**config.mk**
```make
export PLATFORM = sky130hd
export DESIGN_NAME = frame_buffer
export DESIGN_NICKNAME = d
export VERILOG_FILES = /design/src/hdl/rx_dma_consts.svh /design/src/hdl/rx_dma_pkg.sv /design/src/hdl/frame_buffer.sv
export SDC_FILE = /design/constraint.sdc
export NUM_CORES = 1
export LEC_CHECK = 0
export ABC_AREA = 1
export BUFFER_PORTS_ARGS = -buffer_cell sky130_fd_sc_hd__buf_2
export CAP_MARGIN = 20
export CORE_UTILIZATION = 39
export CTS_BUF_LIST = sky130_fd_sc_hd__clkbuf_16
export DETAILED_ROUTE_END_ITERATION = 8
export PLACE_DENSITY = 0.76
export SLEW_MARGIN = 20
export SYNTH_ARGS = -nofsm -noshare
export SYNTH_HDL_FRONTEND = slang
export SYNTH_SLANG_ARGS = --single-unit
```
**constraint.sdc**
```tcl
create_clock -name sys_clk -period 1.8 [get_ports sys_clk]
set_clock_uncertainty 0.05 [all_clocks]
set_input_delay 0.36 -clock sys_clk [delete_from_list [all_inputs] [get_ports sys_clk]]
set_output_delay 0.36 -clock sys_clk [all_outputs]
set_load 0.01 [all_outputs]
```
**src/hdl/rx_dma_consts.svh**
```systemverilog
`ifndef RX_DMA_CONSTS_SVH
`define RX_DMA_CONSTS_SVH

// Largest write request in dwords
`define TLP_MAX_DW 32

`define DATA_FIFO_DEPTH 1024
`define LEN_FIFO_DEPTH  16
`define MST_FIFO_DEPTH  64

`define REG_CTRL   4'd0
`define REG_START  4'd1
`define REG_LENGTH 4'd2
`define REG_CUR    4'd3

`define TAG_HDR  2'b10
`define TAG_DATA 2'b00
`define TAG_LAST 2'b01  // Final halfword of a request

`define MARK_LO 16'h5555
`define MARK_HI 16'h555d

`endif

```
**src/hdl/rx_dma_pkg.sv**
```systemverilog
`default_nettype none

package rx_dma_pkg;

	// Tag in 17:16, payload below
	typedef logic [17:0] mst_word_t;

	// Valid, more-follows, data
	typedef logic [17:0] fifo_word_t;

	typedef logic [17:0] len_word_t;  // Entry marker in 17, count in 10:0

	typedef logic [29:0] dw_addr_t;   // Host address bits 31:2
	typedef logic [10:0] frame_len_t;
	typedef logic [9:0]  dw_count_t;
	typedef logic [31:0] reg_data_t;
	typedef logic [3:0]  reg_addr_t;

	typedef enum logic [2:0] {
		IDLE,
		HEAD0,
		HEAD1,
		HEAD2,
		PREFIX,
		SKIP,
		DATA,
		FIN
	} rx_state_t;

endpackage

`default_nettype wire

```
**src/hdl/frame_buffer.sv**
```systemverilog
`timescale 1ns/100ps
`default_nettype none

module frame_buffer (
	input  wire                    sys_clk,
	input  wire                    sys_rst,
	input  wire [15:0]             rx_data,
	input  wire                    rx_last,
	input  wire                    rx_valid,
	output logic                   rx_ready,
	output rx_dma_pkg::fifo_word_t data_din,
	output logic                   data_wr_en,
	input  wire                    data_full,
	output rx_dma_pkg::len_word_t  len_din,
	output logic                   len_wr_en,
	input  wire                    len_full
);

	import rx_dma_pkg::*;

	frame_len_t byte_cnt;     // Bytes taken before this word
	frame_len_t frame_bytes;
	logic accept;

	// Stall the source while either queue is full
	assign rx_ready = !data_full && !len_full;
	assign accept = rx_valid && rx_ready;

	assign frame_bytes = byte_cnt + 11'd2;

	assign data_din = {1'b1, ~rx_last, rx_data};
	assign data_wr_en = accept;

	assign len_din = {1'b1, 6'b000000, frame_bytes};
	assign len_wr_en = accept && rx_last;  // Length goes with the last word

	always_ff @(posedge sys_clk) begin
		if (sys_rst) begin
			byte_cnt <= '0;
		end else if (accept) begin
			if (rx_last)
				byte_cnt <= '0;
			else
				byte_cnt <= frame_bytes;
		end
	end

endmodule

`default_nettype wire

```
; Yosys cells after proc, flatten, opt, wreduce, memory -nomap -nowiden
; Cells that the tools add are included.
; Widths: inputs -> output; s select.
[totals]
regBits = 11
output_inout_bits = 39
[classes]
n_bitwise = 1
n_mux = 1
addsub = 1
n_reduce_logical = 5
[op_table]
columns = operator, count
row1 = $add 11x2->11 const B, 1
row2 = $mux 11, 1
row3 = $logic_and 1x1->1, 3
row4 = $logic_not 1->1, 2
row5 = $not 1->1, 1

; Longest topological paths before layout
[depth]
ltp_word = 4
mapped_depth = 7

; Least setup slack after synthesis
; OpenSTA, ideal clock, no wires.
[synth_path]
path_type = register to output
start = reg byte_cnt[1]
end = out len_din[9]
required_ns = 1.390
path_stages_with_launch = 7
n_path_buf = 0
slack_ns = 0.373
arrival_ns = 1.017
cell_sequence = dfxtp_1 ha_1 nand2_2 inv_1 nand3_1 nand2_1 and2_1
[synth_between]
elab_chain_cells = 1
[synth_lines]
columns = item, line
row1 = from (decl), frame_buffer.sv:21  ; frame_len_t byte_cnt;
row2 = from (signal assigned), frame_buffer.sv:44  ; byte_cnt <= frame_bytes;
row3 = $add 11x2->11, frame_buffer.sv:29  ; assign frame_bytes = byte_cnt + 11'd2;
row4 = to (decl), frame_buffer.sv:14  ; output rx_dma_pkg::len_word_t len_din,
; Every way passes these cells.

; Final worst setup path
[layout_path]
start = reg byte_cnt[3]
end = out len_din[8]
; The elaborated chain is that of the path after synthesis.

==> flow_metrics.tcl <==
set metrics [dict create \
    stdcell_area_um2 883 \
    rsz0062_at_grt "no" \
    p_int_uw 522 \
    dpl.hpwl_mm 1.08 \
    clock_path_buffers 2 \
    drv_slew 0 \
    start_kind "register" \
    reg2reg_setup_slack_ps 640 \
    die_w_um 47.3 \
    drt-met1-wl_um 605 \
    cp_max_fo 5 \
    yosysWarnings 0 \
    setup_viol 0 \
    path_cells "nand3_4 -> nor2_4 -> nand3_1 -> and2_2 -> buf_2" \
    regMostFlops "byte_cnt" \
    p_seq_share_pct 34.1 \
    grt_max_degree 11 \
    fp-row-count 16 \
    grt_usage_pct 15.3 \
    clockPowerShare_pct 59.9 \
    initial_core_util_pct 41.2 \
    p_sw_share_pct 19.6 \
    cp.required_ps 1390 \
    fp.dieH_um 47.3 \
    via_per_inst 4.60 \
    cp-end-kind "output pin" \
    r2r_start "byte_cnt[1]$_SDFFE_PP0P_" \
    post-route-drc-count 0 \
    reg_top3 "byte_cnt (10)" \
    wl_per_cell_um 10.2 \
    cts-root-buf "clkbuf_16" \
    worst-path-buf-inv 1 \
    clk_latency_ps 230 \
    synth-compound-area-share_pct 7.20 \
    hp-class "input port to register" \
    crit_arrival_ps 1310 \
    worstRegToRegCells 6 \
    hold_ws_ps 392 \
    synth-simple-area-share_pct 32.9 \
    grt_pass1_wl_mm 2.41 \
    yosysSeqAreaShare_pct 25.0 \
    drt_pass1_iterations 4 \
    synthFlopType "dfxtp_1" \
    grt_pass1_vias 624 \
    status "finished, final reports clean" \
    syn_to_final_growth_pct 10.5 \
    crit_type "register to output pin" \
    ys_ff_latch 10 \
    power.total_uw 649 \
    synth.area.mux_share_pct 0 \
    diodes 0 \
    power-per-cell-area_mw_per_mm2 734 \
    netSwitchingPower_uw 127 \
    cts_sinks 10 \
    syn_inst 118 \
    port-buffer-count 19 \
    cts_tree "built" \
    met2_length_um 790 \
    pin_count 61 \
    cts_htree_levels 1 \
    wl_met3_um 125 \
    ys_types 21 \
    r2r-end "byte_cnt[5]$_SDFFE_PP0P_" \
    grt.overflow.total 0 \
    core_mm2 0.00194 \
    drt_iter0_markers 13 \
    cts.clk_slew.worst_paths_ps 40 \
    whs_endpoint "byte_cnt[1]$_SDFFE_PP0P_" \
    irDropWorstVdd_mv 0.431 \
    cp.depth 5 \
    postCtsHoldBufs 0 \
    synthAdderAreaFrac_pct 1.56 \
    largest_reg_flops 10 \
    hold_path.startpoint "sys_rst" \
    cts-buffers-inserted 3 \
    cp_slowest_cell "dfxtp_4" \
    cap_violations 0 \
    synth_xor_area_share_pct 2.19 \
    place.gp.congestion 0.795 \
    synth_edf_count 0 \
    fin_crit_ps 1720 \
    vias 685 \
    fin_util_pct 45.5 \
    nets 146 \
    cpPeakStageDelay_ps 370 \
    max_freq_mhz 582 \
    post_cts_buffers 0 \
    synthArstFlopShare_pct 0 \
    antenna_found_initial 0 \
    antenna_left 0 \
    fin_crit_sh_pct 95.5 \
    finalHoldViolCount 0 \
    holdPathStages 2 \
    synth_area_per_cell_um2 6.78 \
    final_layout_size_suffix_gt1_share_pct 32.8 \
    leakage_nw 0.398 \
    path_delay_family "simple AND/OR/NAND/NOR gates" \
    comb_power_share_pct 6.0 \
    synth_top_family_by_area "simple AND/OR/NAND/NOR gates" \
    dpl_cell_area_um2 766 \
    netlist_area_um2 800 \
    wl_mm 1.52 \
    setup_tns_ps 0 \
    dr.max_layer_used "met3" \
    die-area_mm2 0.00223 \
]
## synth_stat cells (2+ instances only)
| cell type | count | area [um2] |
|---|---|---|
| nor2_1 | 5 | 18.8 |
| nand2_1 | 24 | 90.1 |
| xor2_1 | 2 | 17.5 |
| nor2_4 | 2 | 22.5 |
| and2_2 | 2 | 15.0 |
| dfxtp_1 | 10 | 200 |
| nor2_2 | 3 | 18.8 |
| buf_4 | 25 | 188 |
| nand3_1 | 10 | 50.1 |
| and2_1 | 3 | 18.8 |
| a21oi_1 | 9 | 45.0 |
| conb_1 | 2 | 7.51 |
| nand2_2 | 2 | 12.5 |
| inv_1 | 12 | 45.0 |
## metal layers
layer  up-vias  track usage, %
met1       317            16.9
met4         0            6.29
met3         0            5.38
met2        29            26.6
li1        339               -
met5         -               0
## metrics by stage
stage	std cells	setup slack, ps
2_1_floorplan	125	373
3_3_place_gp	145	246
3_5_place_dp	145	200
4_1_cts	149	10.2
5_1_grt	149	0.567
6_report	149	80.4
## area by class of cell
| cell class | count | area (um2) |
|---|---|---|
| Sequential cell | 10 | 214 |
| Clock buffer | 3 | 75.1 |
| Inverter | 12 | 45.0 |
| Timing Repair Buffer | 20 | 103 |
| Multi-Input combinational cell | 76 | 409 |
| Clock inverter | 1 | 3.75 |
| Fill cell | 210 | 1060 |
| Tap cell | 27 | 33.8 |
## cells in the final DEF, fill, tap and decap left out, drive strengths merged
master / instances
conb: 9
clkbuf: 3
nand2: 26
and2: 5
o21ai: 1
xor2: 2
dfxtp: 10
inv: 12
ha: 1
nand4: 1
a22oi: 1
a21oi: 9
clkinv: 1
buf: 20
nand3: 11
nor2: 10
## power by group through the flow
stage / clock network [mW] / logic [mW] / registers, mW
after floorplan: 0 / 0.0748 / 0.228
after global placement: 0 / 0.0373 / 0.228
after detailed placement: 0 / 0.0378 / 0.228
after CTS: 0.396 / 0.0380 / 0.224
after global routing: 0.404 / 0.0442 / 0.221
final: 0.389 / 0.0388 / 0.221
## worst reg2reg max path: stages (launching register included)
cell     delay (ps)
dfxtp_4         370
ha_4            140
nand2_2          60
nor2_2          100
xor2_1          190
nand2_1          70
a21oi_1         110
## worst max-delay path by stage
stage,start,end,slack (ps)
floorplan,byte_cnt[1]$_SDFFE_PP0P_,len_din[9],370
global placement,byte_cnt[1]$_SDFFE_PP0P_,len_din[9],250
detailed placement,byte_cnt[1]$_SDFFE_PP0P_,len_din[9],200
CTS,byte_cnt[3]$_SDFFE_PP0P_,len_din[10],10
global route,byte_cnt[1]$_SDFFE_PP0P_,len_din[10],0.6
finish,byte_cnt[3]$_SDFFE_PP0P_,len_din[8],80
## logic make-up after synthesis
| kind of cell | Yosys count |
|---|---|
| other cells | 2 |
| fa+ha+maj | 1 |
| buf+inv | 39 |
| xor+xnor | 2 |
| compound gates | 11 |
| flops | 10 |
| simple gates | 53 |
## repair_timing
| action | CTS | global route |
|---|---|---|
| endpoints found under the setup margin | 2 | 6 |
| pin swaps | 0 | 2 |
| gates resized for setup | 2 | 11 |
Note: power is estimated with default switching activity, not from simulation.
