[config.mk]
export PLATFORM = sky130hd
export DESIGN_NAME = dma_regs
export DESIGN_NICKNAME = d
export VERILOG_FILES = /design/src/hdl/rx_dma_pkg.sv /design/src/hdl/dma_regs.sv
export VERILOG_INCLUDE_DIRS = /design/src /design/src/hdl
export SDC_FILE = /design/constraint.sdc
export NUM_CORES = 1
export LEC_CHECK = 0
export BUFFER_PORTS_ARGS = -buffer_cell sky130_fd_sc_hd__clkbuf_2
export CORE_MARGIN = 2
export CORE_UTILIZATION = 40
export CTS_CLUSTER_DIAMETER = 200
export CTS_CLUSTER_SIZE = 10
export DETAILED_ROUTE_END_ITERATION = 8
export HOLD_SLACK_MARGIN = 0.06
export PLACE_DENSITY = 0.83
export RECOVER_POWER = 100
export SKIP_LAST_GASP = 1
export SYNTH_ARGS = -nofsm -noshare
export SYNTH_HDL_FRONTEND = slang
export SYNTH_SLANG_ARGS = --single-unit
[constraint.sdc]
create_clock -name sys_clk -period 1 [get_ports sys_clk]
set_input_delay 0.1 -clock sys_clk [delete_from_list [all_inputs] [get_ports sys_clk]]
set_output_delay 0.1 -clock sys_clk [all_outputs]
set_load 0.02 [all_outputs]
[src/hdl/rx_dma_consts.svh]
`ifndef RX_DMA_CONSTS_SVH
`define RX_DMA_CONSTS_SVH

// Largest write request in dwords
`define TLP_MAX_DW 32

`define DATA_FIFO_DEPTH 1024
`define LEN_FIFO_DEPTH  16
`define MST_FIFO_DEPTH  64

`define REG_CTRL   4'd0
`define REG_START  4'd1
`define REG_LENGTH 4'd2
`define REG_CUR    4'd3

`define TAG_HDR  2'b10
`define TAG_DATA 2'b00
`define TAG_LAST 2'b01  // Final halfword of a request

`define MARK_LO 16'h5555
`define MARK_HI 16'h555d

`endif

[src/hdl/rx_dma_pkg.sv]
`default_nettype none

package rx_dma_pkg;

	// Tag in 17:16, payload below
	typedef logic [17:0] mst_word_t;

	// Valid, more-follows, data
	typedef logic [17:0] fifo_word_t;

	typedef logic [17:0] len_word_t;  // Entry marker in 17, count in 10:0

	typedef logic [29:0] dw_addr_t;   // Host address bits 31:2
	typedef logic [10:0] frame_len_t;
	typedef logic [9:0]  dw_count_t;
	typedef logic [31:0] reg_data_t;
	typedef logic [3:0]  reg_addr_t;

	typedef enum logic [2:0] {
		IDLE,
		HEAD0,
		HEAD1,
		HEAD2,
		PREFIX,
		SKIP,
		DATA,
		FIN
	} rx_state_t;

endpackage

`default_nettype wire

[src/hdl/dma_regs.sv]
`timescale 1ns/100ps
`default_nettype none

`include "rx_dma_consts.svh"

module dma_regs (
	input  wire                        sys_clk,
	input  wire                        sys_rst,
	input  wire rx_dma_pkg::reg_addr_t reg_addr,
	input  wire rx_dma_pkg::reg_data_t reg_wdata,
	input  wire                        reg_we,
	output rx_dma_pkg::reg_data_t      reg_rdata,
	output logic                       dma_enable,
	output logic                       irq_enable,
	output rx_dma_pkg::dw_addr_t       buf_start,
	output rx_dma_pkg::dw_addr_t       buf_length,
	output logic                       load_req,
	input  wire                        load_ack,
	input  wire rx_dma_pkg::dw_addr_t  cur_ptr
);

	always_ff @(posedge sys_clk) begin
		if (sys_rst) begin
			dma_enable <= 1'b0;
			irq_enable <= 1'b0;
			buf_start <= '0;
			buf_length <= '0;
		end else if (reg_we) begin
			case (reg_addr)
				`REG_CTRL: begin
					dma_enable <= reg_wdata[0];
					irq_enable <= reg_wdata[1];
				end
				`REG_START:  buf_start <= reg_wdata[31:2];
				`REG_LENGTH: buf_length <= reg_wdata[31:2];  // Bytes, dword aligned
				default: ;  // Current pointer is read only
			endcase
		end
	end

	// Pointer reload waits until the engine is idle
	always_ff @(posedge sys_clk) begin
		if (sys_rst)
			load_req <= 1'b0;
		else if (reg_we && reg_addr == `REG_START)
			load_req <= 1'b1;
		else if (load_ack)
			load_req <= 1'b0;
	end

	always_comb begin
		case (reg_addr)
			`REG_CTRL:   reg_rdata = {30'd0, irq_enable, dma_enable};
			`REG_START:  reg_rdata = {buf_start, 2'b00};
			`REG_LENGTH: reg_rdata = {buf_length, 2'b00};
			`REG_CUR:    reg_rdata = {cur_ptr, 2'b00};
			default:     reg_rdata = '0;
		endcase
	end

endmodule

`default_nettype wire

# ---- Yosys cells after proc, flatten, opt, wreduce, memory -nomap -nowiden
# Cells that the tools add are included.
dict set report totals {
  reg_bits 63
  output_inout_bits 95
  wordCells 17
}
dict set report op_classes {
  n_eq_ne 3
  muxes 3
  reduce_logical 6
}
# operator n
set ops {}
lappend ops {{$pmux W32 S4} 1}
lappend ops {{$eq A4 B2 Y1 const B} 2}
lappend ops {{$reduce_and A2 Y1} 3}
lappend ops {{$eq A4 B1 Y1 const B} 1}
lappend ops {{$logic_not A4 Y1} 1}
lappend ops {{$mux W1} 2}
lappend ops {{$reduce_bool A2 Y1} 1}
lappend ops {{$logic_and A1 B1 Y1} 1}

# ---- Logic depth before layout (Yosys ltp)
dict set report depth {
  ltp_word 3
  ltp_mapped 6
}

# ---- Least setup slack after synthesis
# OpenSTA, ideal clock, no wires.
dict set report synth_path {
  path_kind {input -> output}
  startpoint {in reg_addr[1]}
  endpoint {out reg_rdata[10]}
  arrival_ns 1.078
  required_time_ns 0.900
  setup_slack_ns -0.178
  path_stages 5
  n_path_buf 2
  path_cell_list {buf_2 > nor2b_4 > clkbuf_1 > a22oi_1 > nor2_1}
}
dict set report synth_between {
  elab_chain_cells 2
}
# item line_no
set synth_rtl {}
lappend synth_rtl {{from (decl)} dma_regs.sv:9} ;# input wire rx_dma_pkg::reg_addr_t reg_addr,
lappend synth_rtl {{$eq A4 B2 Y1, or another cell as far along} dma_regs.sv:52} ;# case (reg_addr)
lappend synth_rtl {{$pmux W32 S4 *} dma_regs.sv:52}
lappend synth_rtl {{to (decl)} dma_regs.sv:12} ;# output rx_dma_pkg::reg_data_t reg_rdata,
# Mark *: on every way between the ends. The rest lies on a longest branch, timed or not.

# ---- Worst setup path in the final report
dict set report layout_path {
  startpoint {reg buf_length[28]}
  endpoint {out reg_rdata[30]}
}
dict set report layout_between {
  elab_chain_cells 1
}
# item line_no
set layout_rtl {}
lappend layout_rtl {{from (decl)} dma_regs.sv:16} ;# output rx_dma_pkg::dw_addr_t buf_length,
lappend layout_rtl {{from (signal assigned)} dma_regs.sv:35} ;# `REG_LENGTH: buf_length <= reg_wdata[31:2];
lappend layout_rtl {{$pmux W32 S4} dma_regs.sv:52}
# Every way passes these cells.

==> flow_summary.ini <==
[worst_setup_path]
cp_num_buf_inv = 1
crit_slowest_cell = dfxtp_2
r2r-end = buf_length[21]$_SDFFE_PP0P_
cp.required_ns = 0.90
crit_family = flip-flops
worstPathArrival_ns = 1.35
rr_startpoint = buf_length[21]$_SDFFE_PP0P_
worstSetupPathType = register to output port
max_stage_delay_ns = 0.33
startpoint_type = register
worst-r2r-cell-count = 5
critPathMaxFanout = 2
path_cells = mux2_4 -> a22oi_2 -> nor2_4 -> buf_6
cp-end-kind = output port
r2r_slack_ns = 0.10

[routing]
detail_route.wl_per_cell_microns = 19.0
drc_errors = 0
via_count = 3666
drt-pass1-iter-count = 4
routed_wl_microns = 13400
drtAntennaViolNets = 0
drtIter0Drc = 124
via_per_inst = 5.21

[place]
io_buffer_count = 164
pre_cts_slack_ns = -0.303
dp_hpwl_microns = 8010
place_inst = 642
place.gp.congestion = 0.790
postPlaceCellArea_sq_um = 5100

[power]
ir_drop_mv = 0.503
power_density_nw_per_um2 = 884
power_leakage_nw = 2.87

[timing]
hold_violations = 0
max_freq_mhz = 691
period_share_pct = 145
worst_slew_pin_slew_ns = 0.351
fin_hold_ws_ns = 0.0577
finClkSkew_ns = 0
finalCriticalPeriod_ns = 1.45
relSlewSlack_pct = 76.6
setup_ws_ns = -0.447
rsz0062_at_grt = true
drv_slew = 0
setup_viol = 38

[synth]
yosysWarnings = 0
synth_top_family_by_area = multiplexers
synthAdderAreaFrac_pct = 0
synth_compound_area_share_pct = 6.80
synth_cell_type_count = 17
synth_seq_cells = 63
synthTopCellsByArea = dfxtp_1, mux2i_1, nand2b_1, mux2_2, a22oi_1
synth_cells = 353
synth_fp_nets = 423
synth-xor-area-share_pct = 0
synth_simple_gate_area_share_pct = 23.1
muxShareOfSynthArea_pct = 28.3
synth-seq-area-share_pct = 37.3
synth_top_cell_area_share_pct = 37.3
avgSynthCellArea_sq_um = 9.59
synthesis.area_sq_um = 3390
yosysTopAreaCell = dfxtp_1

[global_route]
grt_start_max_net_pins = 56
met2_usage_pct = 51.0
grt_pass1_vias = 3879
grt.busiest_layer = met2
grt.total_usage_pct = 26.7
grt_use_met3_pct = 6.03
antenna_found_initial = 0
grt_overflow = 0
grt_pass1_wl_microns = 18700
globalRouteMet1Util_pct = 28.1

[hold_path]
hp-start = reg_wdata[6]
hold_depth = 3
hold_path.class = primary input to register
whs_endpoint = buf_start[4]$_SDFFE_PP0P_

[cts]
clockBufferDepth = 2
clock-root-buffer = clkbuf_8
clock_sinks = 63
cts_buffers = 9
h-tree-depth = 3
cts_tree = built
clkLatencyLatePin_ns = 0.33
path_clk_slew_ns = 0.06

[floorplan]
fp.coreArea_sq_um = 8220
die_x_microns = 96
ios = 165
fp-row-count = 33
die_area_sq_um = 9220
start_util_pct = 41.2
fp.dieH_microns = 96

[final_layout]
fin_nets = 666
postLayoutCoreUtil_pct = 79.0
final_layout_size_suffix_gt1_share_pct = 65.9
layout_common_cells = nand2b_1, clkbuf_2, mux2i_1, dfxtp_2, buf_6
mostFrequentLayoutCell = nand2b_1
fin_area_sq_um = 6490
instances_no_fill = 704
antenna_cells = 0
areaGrowthSynthToFinish_pct = 91.7

[job]
maxCapViolations = 0

[outcome]
violations = negative setup slack
status = finished with violations
[synth_stat cells (all sizes together)]
cell type	number
buf	12
and3	4
clkbuf	19
nand4b	1
a21oi	1
or2	1
mux2	30
nand2b	95
nor2b	1
a22oi	30
and4b	1
mux2i	62
nand3	1
dfxtp	63
nor2	32
[registers in the layout, indices dropped and copies added, names as in the netlist]
name and cells:
buf_length 30, buf_start 30, dma_enable 1, irq_enable 1, load_req 1
[worst min-delay path, delay by kind of cell]
family	cells	cell delay [ns]
and+or+nand+nor	1	0.09
buffers and inverters	1	0.09
muxes	1	0.07
[power by group]
group / switching (mW) / internal (mW)
Sequential: 0.0318 / 2.54
Clock: 0.932 / 1.01
Combinational: 0.584 / 0.643
[cell type report]
type | count | area (sq um)
well taps | 105 | 131
flip-flops and latches | 63 | 1340
multi-input cells | 259 | 2430
clock buffers | 13 | 159
repair buffers | 263 | 2430
clock inverters | 1 | 5.00
fillers | 457 | 1730
[worst max path at each step]
stage,start,to,slack (ns),depth (start not counted)
3_5_place_dp,reg_addr[0],reg_rdata[2],-0.30,6
5_1_grt,buf_length[12]$_SDFFE_PP0P_,reg_rdata[14],-0.48,4
3_3_place_gp,reg_addr[0],reg_rdata[10],-0.27,6
4_1_cts,buf_length[0]$_SDFFE_PP0P_,reg_rdata[2],-0.41,4
6_report,buf_length[28]$_SDFFE_PP0P_,reg_rdata[30],-0.45,4
2_1_floorplan,reg_addr[0],reg_rdata[10],0.002,5
[stage by stage]
step,power [mW],setup TNS (ns)
6_report,5.74,-12.75
2_1_floorplan,3.24,0
3_5_place_dp,3.61,-19.28
3_3_place_gp,3.58,-17.17
5_1_grt,5.97,-15.71
4_1_cts,5.68,-12.52
[logic make-up after synthesis]
group | after synthesis
flip-flops | 63
buffers and inverters | 31
multiplexers | 92
AND/OR/NAND/NOR | 136
AO/OA/AOI/OAI | 31
[metal layers]
layer | wire length, microns | vias to the layer above
met2 | 7270 | 169
met1 | 4970 | 1770
li1 | - | 1696
met4 | 327 | 0
met5 | 0 | -
met3 | 817 | 31
[what timing repair did]
item,4_1_cts,5_1_grt
setup buffers,4,27
cloned,0,0
endpoints found under the hold margin,49,0
resized for setup,186,143
hold buffers,30,0
setup endpoints to repair,89,74
pin swaps,11,31
(Power assumes the default switching activity.)
