$ cat src/hdl/rx_dma_consts.svh
`ifndef RX_DMA_CONSTS_SVH
`define RX_DMA_CONSTS_SVH

// Largest write request in dwords
`define TLP_MAX_DW 32

`define DATA_FIFO_DEPTH 1024
`define LEN_FIFO_DEPTH  16
`define MST_FIFO_DEPTH  64

`define REG_CTRL   4'd0
`define REG_START  4'd1
`define REG_LENGTH 4'd2
`define REG_CUR    4'd3

`define TAG_HDR  2'b10
`define TAG_DATA 2'b00
`define TAG_LAST 2'b01  // Final halfword of a request

`define MARK_LO 16'h5555
`define MARK_HI 16'h555d

`endif

$ cat src/hdl/sync_fifo.sv
`timescale 1ns/100ps
`default_nettype none

module sync_fifo #(
	parameter int WIDTH = 18,
	parameter int DEPTH = 16
) (
	input  wire              sys_clk,
	input  wire              sys_rst,
	input  wire [WIDTH-1:0]  din,
	input  wire              wr_en,
	output logic             full,
	output logic [WIDTH-1:0] dout,
	input  wire              rd_en,
	output logic             empty
);

	localparam int AW = (DEPTH > 1) ? $clog2(DEPTH) : 1;
	localparam int CW = $clog2(DEPTH + 1);

	logic [WIDTH-1:0] mem [DEPTH];
	logic [AW-1:0] wr_ptr;
	logic [AW-1:0] rd_ptr;
	logic [CW-1:0] count;
	logic do_wr;
	logic do_rd;

	assign full = (count == CW'(DEPTH));
	assign empty = (count == '0);
	assign dout = mem[rd_ptr];  // Head word shows without a read
	assign do_wr = wr_en && !full;
	assign do_rd = rd_en && !empty;

	always_ff @(posedge sys_clk) begin
		if (do_wr)
			mem[wr_ptr] <= din;
	end

	always_ff @(posedge sys_clk) begin
		if (sys_rst) begin
			wr_ptr <= '0;
			rd_ptr <= '0;
			count <= '0;
		end else begin
			if (do_wr)
				wr_ptr <= (wr_ptr == AW'(DEPTH - 1)) ? '0 : wr_ptr + 1'b1;
			if (do_rd)
				rd_ptr <= (rd_ptr == AW'(DEPTH - 1)) ? '0 : rd_ptr + 1'b1;
			case ({do_wr, do_rd})
				2'b10: count <= count + 1'b1;
				2'b01: count <= count - 1'b1;
				default: count <= count;  // Both or neither
			endcase
		end
	end

endmodule

`default_nettype wire

$ cat config.mk
export PLATFORM = sky130hd
export DESIGN_NAME = sync_fifo
export DESIGN_NICKNAME = d
export VERILOG_FILES = /design/src/hdl/rx_dma_consts.svh /design/src/hdl/sync_fifo.sv
export SDC_FILE = /design/constraint.sdc
export NUM_CORES = 1
export LEC_CHECK = 0
export ABC_AREA = 1
export BUFFER_PORTS_ARGS = -buffer_cell sky130_fd_sc_hd__buf_2
export CORE_ASPECT_RATIO = 1.4
export CORE_MARGIN = 5
export CORE_UTILIZATION = 62
export CTS_CLUSTER_DIAMETER = 120
export CTS_CLUSTER_SIZE = 14
export DETAILED_ROUTE_END_ITERATION = 8
export PLACE_DENSITY = 0.8
export SYNTH_ARGS = -nofsm -noshare
export SYNTH_HDL_FRONTEND = slang
export SYNTH_SLANG_ARGS = --single-unit
$ cat constraint.sdc
create_clock -name sys_clk -period 3.3 [get_ports sys_clk]
set_input_delay 0.495 -clock sys_clk [delete_from_list [all_inputs] [get_ports sys_clk]]
set_output_delay 0.495 -clock sys_clk [all_outputs]
set_load 0.02 [all_outputs]
; ---- Word-level counts from Yosys, hierarchy flattened
; Memory sizes are Yosys's and may differ from the RTL's. A register that Yosys moved wholly into a read port is not among the register bits.
; Index checks and enable logic that the tools add are counted.
[totals]
output_inout_bits = 20
register_bits = 13
word_cells = 26
n_memories = 1
romBits = 0
ramBits = 288
latch_bits = 0
[op_classes]
div = 0
n_shift = 0
n_eq_ne = 5
n_lt_le_gt_ge = 0
n_mux = 7
add_sub_neg = 4
n_reduce_logical = 6
n_bitwise = 0
mul = 0
[memory_table]
columns = memory, depth, width, rd, rd_ports_with_merged_regs, write_ports, line
row1 = mem, 16, 18, 1, 1, 1, sync_fifo.sv:21  ; logic [WIDTH-1:0] mem [DEPTH];
[op_table]
columns = cell, count
row1 = $mux 4, 4
row2 = $pmux 5 s2, 1
row3 = $add 4x1->4 const B, 2
row4 = $eq 4x4->1 const B, 2
row5 = $add 5x1->5 const B, 1
row6 = $eq 5x5->1 const B, 1
row7 = $logic_not 5->1, 1
row8 = $sub 5x1->5 const B, 1
row9 = $eq 2x1->1 const B, 1
row10 = $eq 2x2->1 const B, 1
row11 = $logic_and 1x1->1, 2
row12 = $logic_not 1->1, 2
row13 = $mux 1, 2
row14 = $reduce_bool 2->1, 1

; ---- Longest topological paths before layout
; Gate-level depths: netlist of run 1.
[logic_depth]
ltp_word = 5
ltp_mapped = 17
ltp_nobuf = 17

; ---- Worst setup path before layout of run 1
; OpenSTA, ideal clock, no wires.
[synth_timing]
path_type = reg-to-reg
from = register count[0]
to = memory mem[7][0] (enable)
setup_ps = 416
required_ps = 2884
setup_slack_ps = 700
t_arrival_ps = 2184
stages_incl_launch_ff = 7
path_buffers = 0
path_cell_list = dfxtp_1 inv_1 nand4_1 nand2_2 inv_1 nand2_1 nor3_1
[synth_between]
elab_chain_len = 5
[synth_rtl]
columns = item, line
row1 = start: declaration, sync_fifo.sv:24  ; logic [CW-1:0] count;
row2 = start signal: assignment, sync_fifo.sv:50  ; 2'b10: count <= count + 1'b1;
row3 = start signal: assignment, sync_fifo.sv:51  ; 2'b01: count <= count - 1'b1;
row4 = start signal: assignment, sync_fifo.sv:52  ; default: count <= count;
row5 = $eq 5x5->1, sync_fifo.sv:28  ; assign full = (count == CW'(DEPTH));
row6 = $logic_not 1->1, sync_fifo.sv:31  ; assign do_wr = wr_en && !full;
row7 = $logic_and 1x1->1, sync_fifo.sv:31
row8 = $mux 1, sync_fifo.sv:35  ; if (do_wr)
row9 = $mux 1 (not written as such), sync_fifo.sv:36  ; mem[wr_ptr] <= din;
row10 = end: declaration, sync_fifo.sv:21
; Every way passes these cells.

==> impl.org, run 1 <==
** Clocking
- Post CTS Setup Buffer Count :: 0
- Num CTS Buffers :: 25
- In this run, post-CTS hold repair placed 0 buffers.
- CTS placed an instance of sky130_fd_sc_hd__clkbuf_16 at the clock tree root.
- CTS-repair resized insts :: 0
- The clock passes through at most 3 buffers.
- Clock latency on the worst-skew pair :: 510 ps
- H-tree Lvls :: 1
- Clock tree from TritonCTS :: yes
- Clock-pin transition on the worst setup and hold timing paths :: about 60 ps
- The clock net in this run drives a total of 305 sinks.

** Route
- Number of nets with antenna violations after routing :: 0
- In the routed design, unresolved DRC markers number 0.
- The routed layout has about 8000 vias.
- Count of routing violations after the opening detailed-route iteration :: around 890
- Initial DRT Pass Iterations :: 7
- After detailed routing, the number of vias per cell comes to just under 6.
- For this block, the routed nets add up to 26700 µm of wire.
- Dividing the detail-routed wire length by the instance count gives 19.6 µm.

** Power and ir drop
- Power per standard cell area :: approximately 680 mW/mm²
- VDD sags by at most ~450 µV.
- Standby leakage power :: a little over 5 nW

** Cells and area
- The count of cells in the finished layout, fillers not included, comes to 1364.
- Count of filler cells inserted in the layout :: about 1400
- At the end of the flow, the number of nets in the layout was between 1000 and 1500.
- The library cells used most frequently in the layout, excluding fill and tap cells, are 288 x sky130_fd_sc_hd__edfxtp_1, 166 x sky130_fd_sc_hd__inv_1, 127 x sky130_fd_sc_hd__nand2_1.
- Area growth from synthesis to layout :: 9.74%
- Fraction of layout cells with a size suffix above 1 :: a little under an eighth
- 0 antenna diodes ended up in the layout.
- The library cell used most frequently in the layout, excluding fill and tap cells, is sky130_fd_sc_hd__edfxtp_1.

** Placed design
- Port Buf Inserts :: slightly above 40
- Routability-driven placement finished with a final weighted congestion of between 0.8 and 0.9.
- Detailed Place HPWL :: approximately 16000 µm
- Counting tap cells, the placed design contains a total of about 1300 instances.
- Before CTS, the worst setup slack after placement is between 900 and 1000 ps.

** STA
- Final critical-path share of the clock period :: approximately 88%
- The number of slew-limit violations in the final report came to 0.
- Setup total negative slack on the finished layout was measured at 0 ps.
- Setup repair after global routing left no endpoint under its margin.
- Hold slack final :: around 260 ps
- Setup slack closes at 406 ps.
- Crit path time final :: around 2900 ps
- The hold violation count in the final report was 0.
- Clk_skew :: between 10 and 15 ps
- For this run, the top clock speed supported by timing is 345 MHz.
- Setup violations remaining at the end of the flow were counted as 0.
- Max transition margin :: approximately half
- Transition time at the pin with the least slew margin :: 754 ps

** GRT
- Global routing usage summed across all routing layers :: a little under a quarter
- The via count of the first global-routing pass came to about 7700.
- Residual overflow from global routing :: 0
- Entering global routing, the biggest net connects between 60 and 70 pins.
- Antenna violations before repair :: 0
- The first global-routing pass estimated a little over 40000 µm of wire.

** Synthesis
- Each instance of the synthesized netlist takes up on average between 10 and 15 µm².
- The cell area that synthesis handed to floorplanning was 0.0127 mm².
- Post-synthesis cell type count :: 24
- In the synthesized netlist, the number of instances is about 1100.
- Sequential elements use 70.8% of the synthesized area.
- In this run, synthesis produced a sequential element count of 305.
- Number of warnings printed during yosys synthesis :: 0
- Synthesis produced a netlist with a net count of 1082.

** Worst hold path
- Worst min-delay path category :: primary input to register

** Floorplan
- Core region area :: 0.0203 mm²
- Initial standard-cell utilization of the core :: a little over three fifths
- Measured along the x axis, the die boundary spans about 130 µm.
- The die covers approximately 0.023 mm².
- Number of rows in the core area :: between 60 and 70
- 42 I/O pins were placed.
- Die outline height :: roughly 180 µm

** Critical path
- Worst-path cell with the longest stage delay :: sky130_fd_sc_hd__clkinv_1
- For this run, the slowest stage of the critical path takes 680 ps.
- The worst setup path is launched from a register.
- Data arrives at the worst endpoint at ~2400 ps.
- The signal on the critical path passes through buf_4, clkinv_1, nand3_1, nand2_1, buf_2.
- CP Data Required Time :: 2800 ps
- The worst setup path is of the register to output pin kind.
- Endpoint type of the worst setup path :: output pin
- Of all nets on the critical path, the largest fanout is 19.

** Status
- Run status :: completed

** Run
- Max-cap violations :: 0
-- Yosys cell counts --
cell | n | share of area, %
sky130_fd_sc_hd__nand2_2 | 1 | 0.049
sky130_fd_sc_hd__buf_1 | 10 | 0.30
sky130_fd_sc_hd__nand4_1 | 2 | 0.099
sky130_fd_sc_hd__nand3_1 | 119 | 4.7
sky130_fd_sc_hd__nand2_1 | 127 | 3.8
sky130_fd_sc_hd__a21oi_1 | 81 | 3.2
sky130_fd_sc_hd__o21ai_1 | 2 | 0.079
sky130_fd_sc_hd__buf_2 | 28 | 1.1
sky130_fd_sc_hd__dfxtp_1 | 17 | 2.7
sky130_fd_sc_hd__xnor2_1 | 2 | 0.14
sky130_fd_sc_hd__o21ai_0 | 78 | 3.1
sky130_fd_sc_hd__edfxtp_1 | 288 | 68
sky130_fd_sc_hd__buf_4 | 1 | 0.059
sky130_fd_sc_hd__o211ai_1 | 54 | 3.2
sky130_fd_sc_hd__inv_1 | 166 | 4.9
sky130_fd_sc_hd__xor2_1 | 2 | 0.14
sky130_fd_sc_hd__nand3b_1 | 1 | 0.059
sky130_fd_sc_hd__ha_1 | 8 | 0.79
sky130_fd_sc_hd__clkbuf_1 | 13 | 0.38
sky130_fd_sc_hd__o211ai_2 | 18 | 1.8
sky130_fd_sc_hd__buf_6 | 6 | 0.53
sky130_fd_sc_hd__clkinv_1 | 2 | 0.059
sky130_fd_sc_hd__nor3_1 | 3 | 0.12
sky130_fd_sc_hd__nor2_1 | 23 | 0.68
-- report_power, final --
part | total, mW | switching, mW | internal, mW
logic | 2.35 | 1.56 | 0.789
registers | 4.55 | 0.168 | 4.38
clock network | 2.63 | 1.21 | 1.42
-- metal layers --
layer | global-route usage (%) | part of all wire (%)
met5 | 0 | 0
met4 | 8.49 | 3.1
met3 | 2.86 | 7.6
met2 | 38.1 | 51
met1 | 32.1 | 38
-- critical path, delay by kind of cell, from the launching register on --
family	cells	cell delay, ps
simple gates	2	430
flops	1	320
buf+inv	3	1130
-- state kept, by name, indices dropped and copies added (netlist names), named ones only --
| name | flops |
|---|---|
| mem | 288 |
| wr_ptr | 4 |
| count | 5 |
| rd_ptr | 4 |
-- final timing paths --
check / start / endpoint / slack [ps] / cells past startpoint
worst min-delay path: sys_rst / register / 260 / 2
worst min register to register: rd_ptr[0] / register / 510 / 2
worst max-delay path: register / dout[11] / 410 / 5
worst max register to register: count[0] / count[4] / 1020 / 17
-- cells by family (layout without fill, tap and decap cells) --
logic type | count (synthesis) | in the layout | share of synthesized area (%)
adder cells (fa/ha/maj) | 8 | 8 | 0.789
AND/OR/NAND/NOR | 276 | 276 | 9.45
XOR/XNOR | 4 | 4 | 0.276
flip-flops | 305 | 305 | 70.8
AO/OA/AOI/OAI | 233 | 233 | 11.3
buffers and inverters | 226 | 282 | 7.34
-- per-stage QoR --
step           utilization, %  total power [mW]  cell area [µm²]
3_3_place_gp             65.1              6.89            13200
2_1_floorplan               -              6.32            12700
3_5_place_dp             65.1              6.96            13200
4_1_cts                  68.5              9.58            13900
6_report                 68.5              9.54            13900
5_1_grt                  68.5              10.0            13900
-- layout make-up --
class	count	area (µm²)	area share (%)
flip-flops and latches	305	9000	64.6
clock inverters	1	5.00	0.0359
repair buffers	69	465	3.34
clock buffers	44	697	5.00
multi-input cells	521	2810	20.2
inverters	168	631	4.53
well taps	256	320	2.30
No activity file was read; power rests on OpenSTA's default activity.
==> run 2: changes to the inputs <==
ABC_AREA = unset   (was 1)
CORE_UTILIZATION = 61   (was 62)
CTS_CLUSTER_SIZE = unset   (was 14)
PLACE_DENSITY = 0.79   (was 0.8)
==> impl.org, run 2 <==
** Synthesis
- The most common cell in the synthesized netlist is sky130_fd_sc_hd__edfxtp_1.
- Of all flip-flops after synthesis, the portion carrying an async set or reset was 0%.
- Summing the areas of all xor and xnor instances in the mapped netlist gives less than 1% of the synthesized area.
- Gate count of the mapped netlist :: ~520
- By area, the combinational part of the netlist is dominated by multiplexers.
- Predominant post-synthesis flop cell :: sky130_fd_sc_hd__edfxtp_1
- The share of the Yosys chip area taken by registers is 74.9%.
- The synthesized netlist devotes 2.19% of its cell area to simple gates.
- Multiplexer fraction of the synthesized cell area :: between 10% and 20%
- After synthesis, the cell types taking the most area are sky130_fd_sc_hd__edfxtp_1 72%, sky130_fd_sc_hd__mux4_2 11%, sky130_fd_sc_hd__mux4_1 7.2%.
- Ranked by instance count, the synthesized netlist is headed by 288 x sky130_fd_sc_hd__edfxtp_1, 57 x sky130_fd_sc_hd__mux4_2, 33 x sky130_fd_sc_hd__mux4_1.
- In this run the mean area of a mapped cell was 23.2 µm².
- Arithmetic-cell share of the synthesized area counting full adders, half adders and majority gates :: 0.834%
- Cell accounting for the most synthesized area :: sky130_fd_sc_hd__edfxtp_1
- Area fraction in compound gates after synthesis :: between 1.5 and 2%
- The synthesized design contains approximately 290 enable-type register cells.
- Counting distinct cell types in the post-synthesis netlist gives 39.
- Synthesis produced a netlist with a net count of about 550.
- In this run the biggest area consumer among cell types represents just over 70% of the synthesized area.
- Post-Syn Area :: approximately 0.012 mm²
- Yosys printed 0 warnings.
- After synthesis the netlist holds a flip-flop and latch count of slightly above 300.

** Critical path
- The worst register-to-register path begins at count[1].
- CP Data Required Time :: between 2000 and 3000 ps
- In this run the critical register-to-register path is captured at count[4].
- R2r worst-path depth :: 10
- Worst-path cell with the longest stage delay :: sky130_fd_sc_hd__mux4_1
- Crit path arrival time :: between 2000 and 3000 ps
- The largest single stage delay on the critical path is 630 ps.
- The worst register-to-register path has a setup slack of 430 ps.
- Crit path cell chain :: buf_4, mux4_1, mux4_2, buf_2
- Along the worst path, the maximum fanout reaches 20.
- Sort of element at the start of the critical path :: register
- Endpoint type of the worst setup path :: output pin
- The worst setup path is of the register to output pin kind.

** Route
- Count of routing violations after the opening detailed-route iteration :: 634
- Via count of the routed design :: approximately 5600
- Summed over all layers, the routed wires come to around 25000 µm.
- Initial DRT Pass Iterations :: 5
- In the routed design, unresolved DRC markers number 0.
- Dividing the detail-routed via count by the number of cells gives about 6.6.
- In the final routed layout, each cell accounts on average for between 20 and 30 µm.
- Once detail routing completed, the nets flagged for antenna violations numbered 0.

** Power and ir drop
- Pwr Total :: slightly below 10 mW
- Standby leakage power :: ~4.4 nW
- Power per standard cell area :: between 700 and 800 mW/mm²
- The worst-case IR drop observed on VDD is around 460 µV.

** GRT
- The via count of the first global-routing pass is 5925.
- After global routing the overflow that remains totals 0.
- Maximum number of pins on one net before global-route repair :: 29
- The first global-routing pass estimated ~37000 µm of wire.
- The initial antenna violation count is 0.
- In the global route stage, overall resource usage came out at 22.7%.

** STA
- The number of slew-limit violations in the final report came to 0.
- Transition time at the pin with the least slew margin :: 620 ps
- Max transition margin :: approximately 59%
- Setup-violating endpoint count in the final report :: 0
- Final critical-path share of the clock period :: roughly 94%
- The clock arrives with 7.71 ps of skew.
- Max Clk Rate :: about 320 MHz
- Crit path time final :: between 3000 and 4000 ps
- Setup repair after global routing missed its margin :: no
- Total count of hold-check failures in the final report :: 0
- Sum of negative setup slack :: 0 ps

** Floorplan
- Die outline height :: roughly 180 µm
- In this run the count of I/O pins placed on the die edge is between 40 and 50.
- From left edge to right edge, the die measures approximately 130 µm.
- Core region area :: between 0.015 and 0.02 mm²
- For this configuration, the core starts out at a cell density of around 62%.
- Number of rows in the core area :: 60
- The floorplan step defined a die boundary enclosing roughly 0.023 mm².

** Cells and area
- # nets final :: 613
- The register with the most flip-flops in the layout has approximately 290 of them.
- The largest registers in the layout are mem: 288 flops, count: 5 flops.
- Most frequent cells in the layout :: 288 x sky130_fd_sc_hd__edfxtp_1, 57 x sky130_fd_sc_hd__mux4_2, 41 x sky130_fd_sc_hd__buf_2
- In the final layout, the share of cells above drive strength 1 is approximately 28%.
- For this run, the share of the core covered by cells in the final layout is 70.1%.
- Area growth from synthesis to layout :: 12.8%
- Count of filler cells inserted in the layout :: roughly 1100
- mem holds more flip-flops than any other register.
- Leaving out fill and tap cells, the most frequent cell in the layout is sky130_fd_sc_hd__edfxtp_1.
- For this run, the number of standard cells in the final layout without fillers is between 800 and 900.

** Placed design
- Summed over all nets, the half-perimeter wirelength after detailed placement is between 10000 and 15000 µm.
- Final Wtd Congestion :: around 0.75
- Port Buf Inserts :: 41
- Placed insts :: between 800 and 900

** Worst hold path
- Source of the worst hold timing path :: sys_rst
- The worst hold path passes through 2 cells.
- Worst min-delay path category :: primary input to register
- Worst Hold Endpoint :: wr_ptr[2]

** Clocking
- The clock passes through at most 3 buffers.
- Hold-fix buffers, CTS :: 0
- Clock tree from TritonCTS :: yes
- CTS-repair resized insts :: 0
- Root cell of the clock tree :: sky130_fd_sc_hd__clkbuf_16
- Clock-pin transition on the worst setup and hold timing paths :: 70 ps
- Total number of clock tree sinks :: around 310
- Post CTS Setup Buffer Count :: 0
- For the worst-skew pair, the clock arrives at the later sink with an insertion delay of around 520 ps.
- In this run the number of H-tree levels came out at 1.
- Num CTS Buffers :: 26

** Status
- Run status :: completed

** Run
- Max-cap violations in this run came to 0.
## run 2: changes by cell type after synthesis, sizes merged, moves of 13 or more
cell | before | now
inv | 166 | 5
nand2 | 128 | 4
nand3 | 119 | 1
mux4 | 0 | 90
a21oi | 81 | 9
o21ai | 80 | 9
o211ai | 72 | 2
buf | 45 | 21
and2 | 0 | 13
## run 2: kinds of logic (layout without fill, tap and decap cells)
| family | count (synthesis) | in the layout |
|---|---|---|
| flops | 305 | 305 |
| mux | 95 | 95 |
| simple gates | 45 | 45 |
| buf+inv | 33 | 117 |
| compound gates | 26 | 26 |
| fa+ha+maj | 8 | 8 |
| xor+xnor | 5 | 5 |
| other cells | 0 | 1 |
## run 2: routing by layer
metal / GRT usage [%] / part of all wire (%) / vias up
met5: 0 / 0 / -
met4: 7.53 / 2.7 / 0
met3: 4.00 / 7.6 / 46
met2: 38.3 / 53 / 265
met1: 30.3 / 37 / 2942
li1: - / - / 2333
## run 2: report_power, final
| part | leakage, nW | total (mW) | internal [mW] | switching [mW] |
|---|---|---|---|---|
| combinational | 1.16 | 1.81 | 0.922 | 0.892 |
| sequential | 2.74 | 4.47 | 4.36 | 0.113 |
| clock | 0.454 | 3.32 | 2.03 | 1.29 |
| total | 4.36 | 9.61 | 7.31 | 2.30 |
## run 2: stage by stage
step	cell area (µm²)	hold slack, ps	setup WS, ps
final	13500	307	200
after global routing	13500	321	76.2
after CTS	13500	295	151
after detailed placement	12600	521	470
after global placement	12600	488	564
after floorplan	12000	472	-8.32
## run 2: final cells by class
type / count / area (µm²) / area share, %
sequential: 305 / 8990 / 66.5
antenna: 1 / 2.50 / 0.0185
clock inverter: 16 / 246 / 1.82
tap: 248 / 310 / 2.29
clock buffer: 30 / 687 / 5.08
inverter: 5 / 18.8 / 0.139
timing repair buffer: 66 / 455 / 3.37
multi-input combinational: 179 / 2820 / 20.8
## run 2: worst max-delay path, delay by kind of cell, from the launching register on
family	cells	cell delay [ps]
DFF	1	440
muxes	2	1100
buffers and inverters	2	540
## run 2: worst max-delay path by stage
stage	from	to	slack [ps]	cells after the start
floorplan	count[2]	mem[0][0]	-8	6
global placement	count[1]	count[4]	560	10
detailed placement	count[1]	count[4]	470	10
CTS	register	dout[12]	150	4
global route	register	dout[1]	80	4
finish	register	dout[12]	200	4
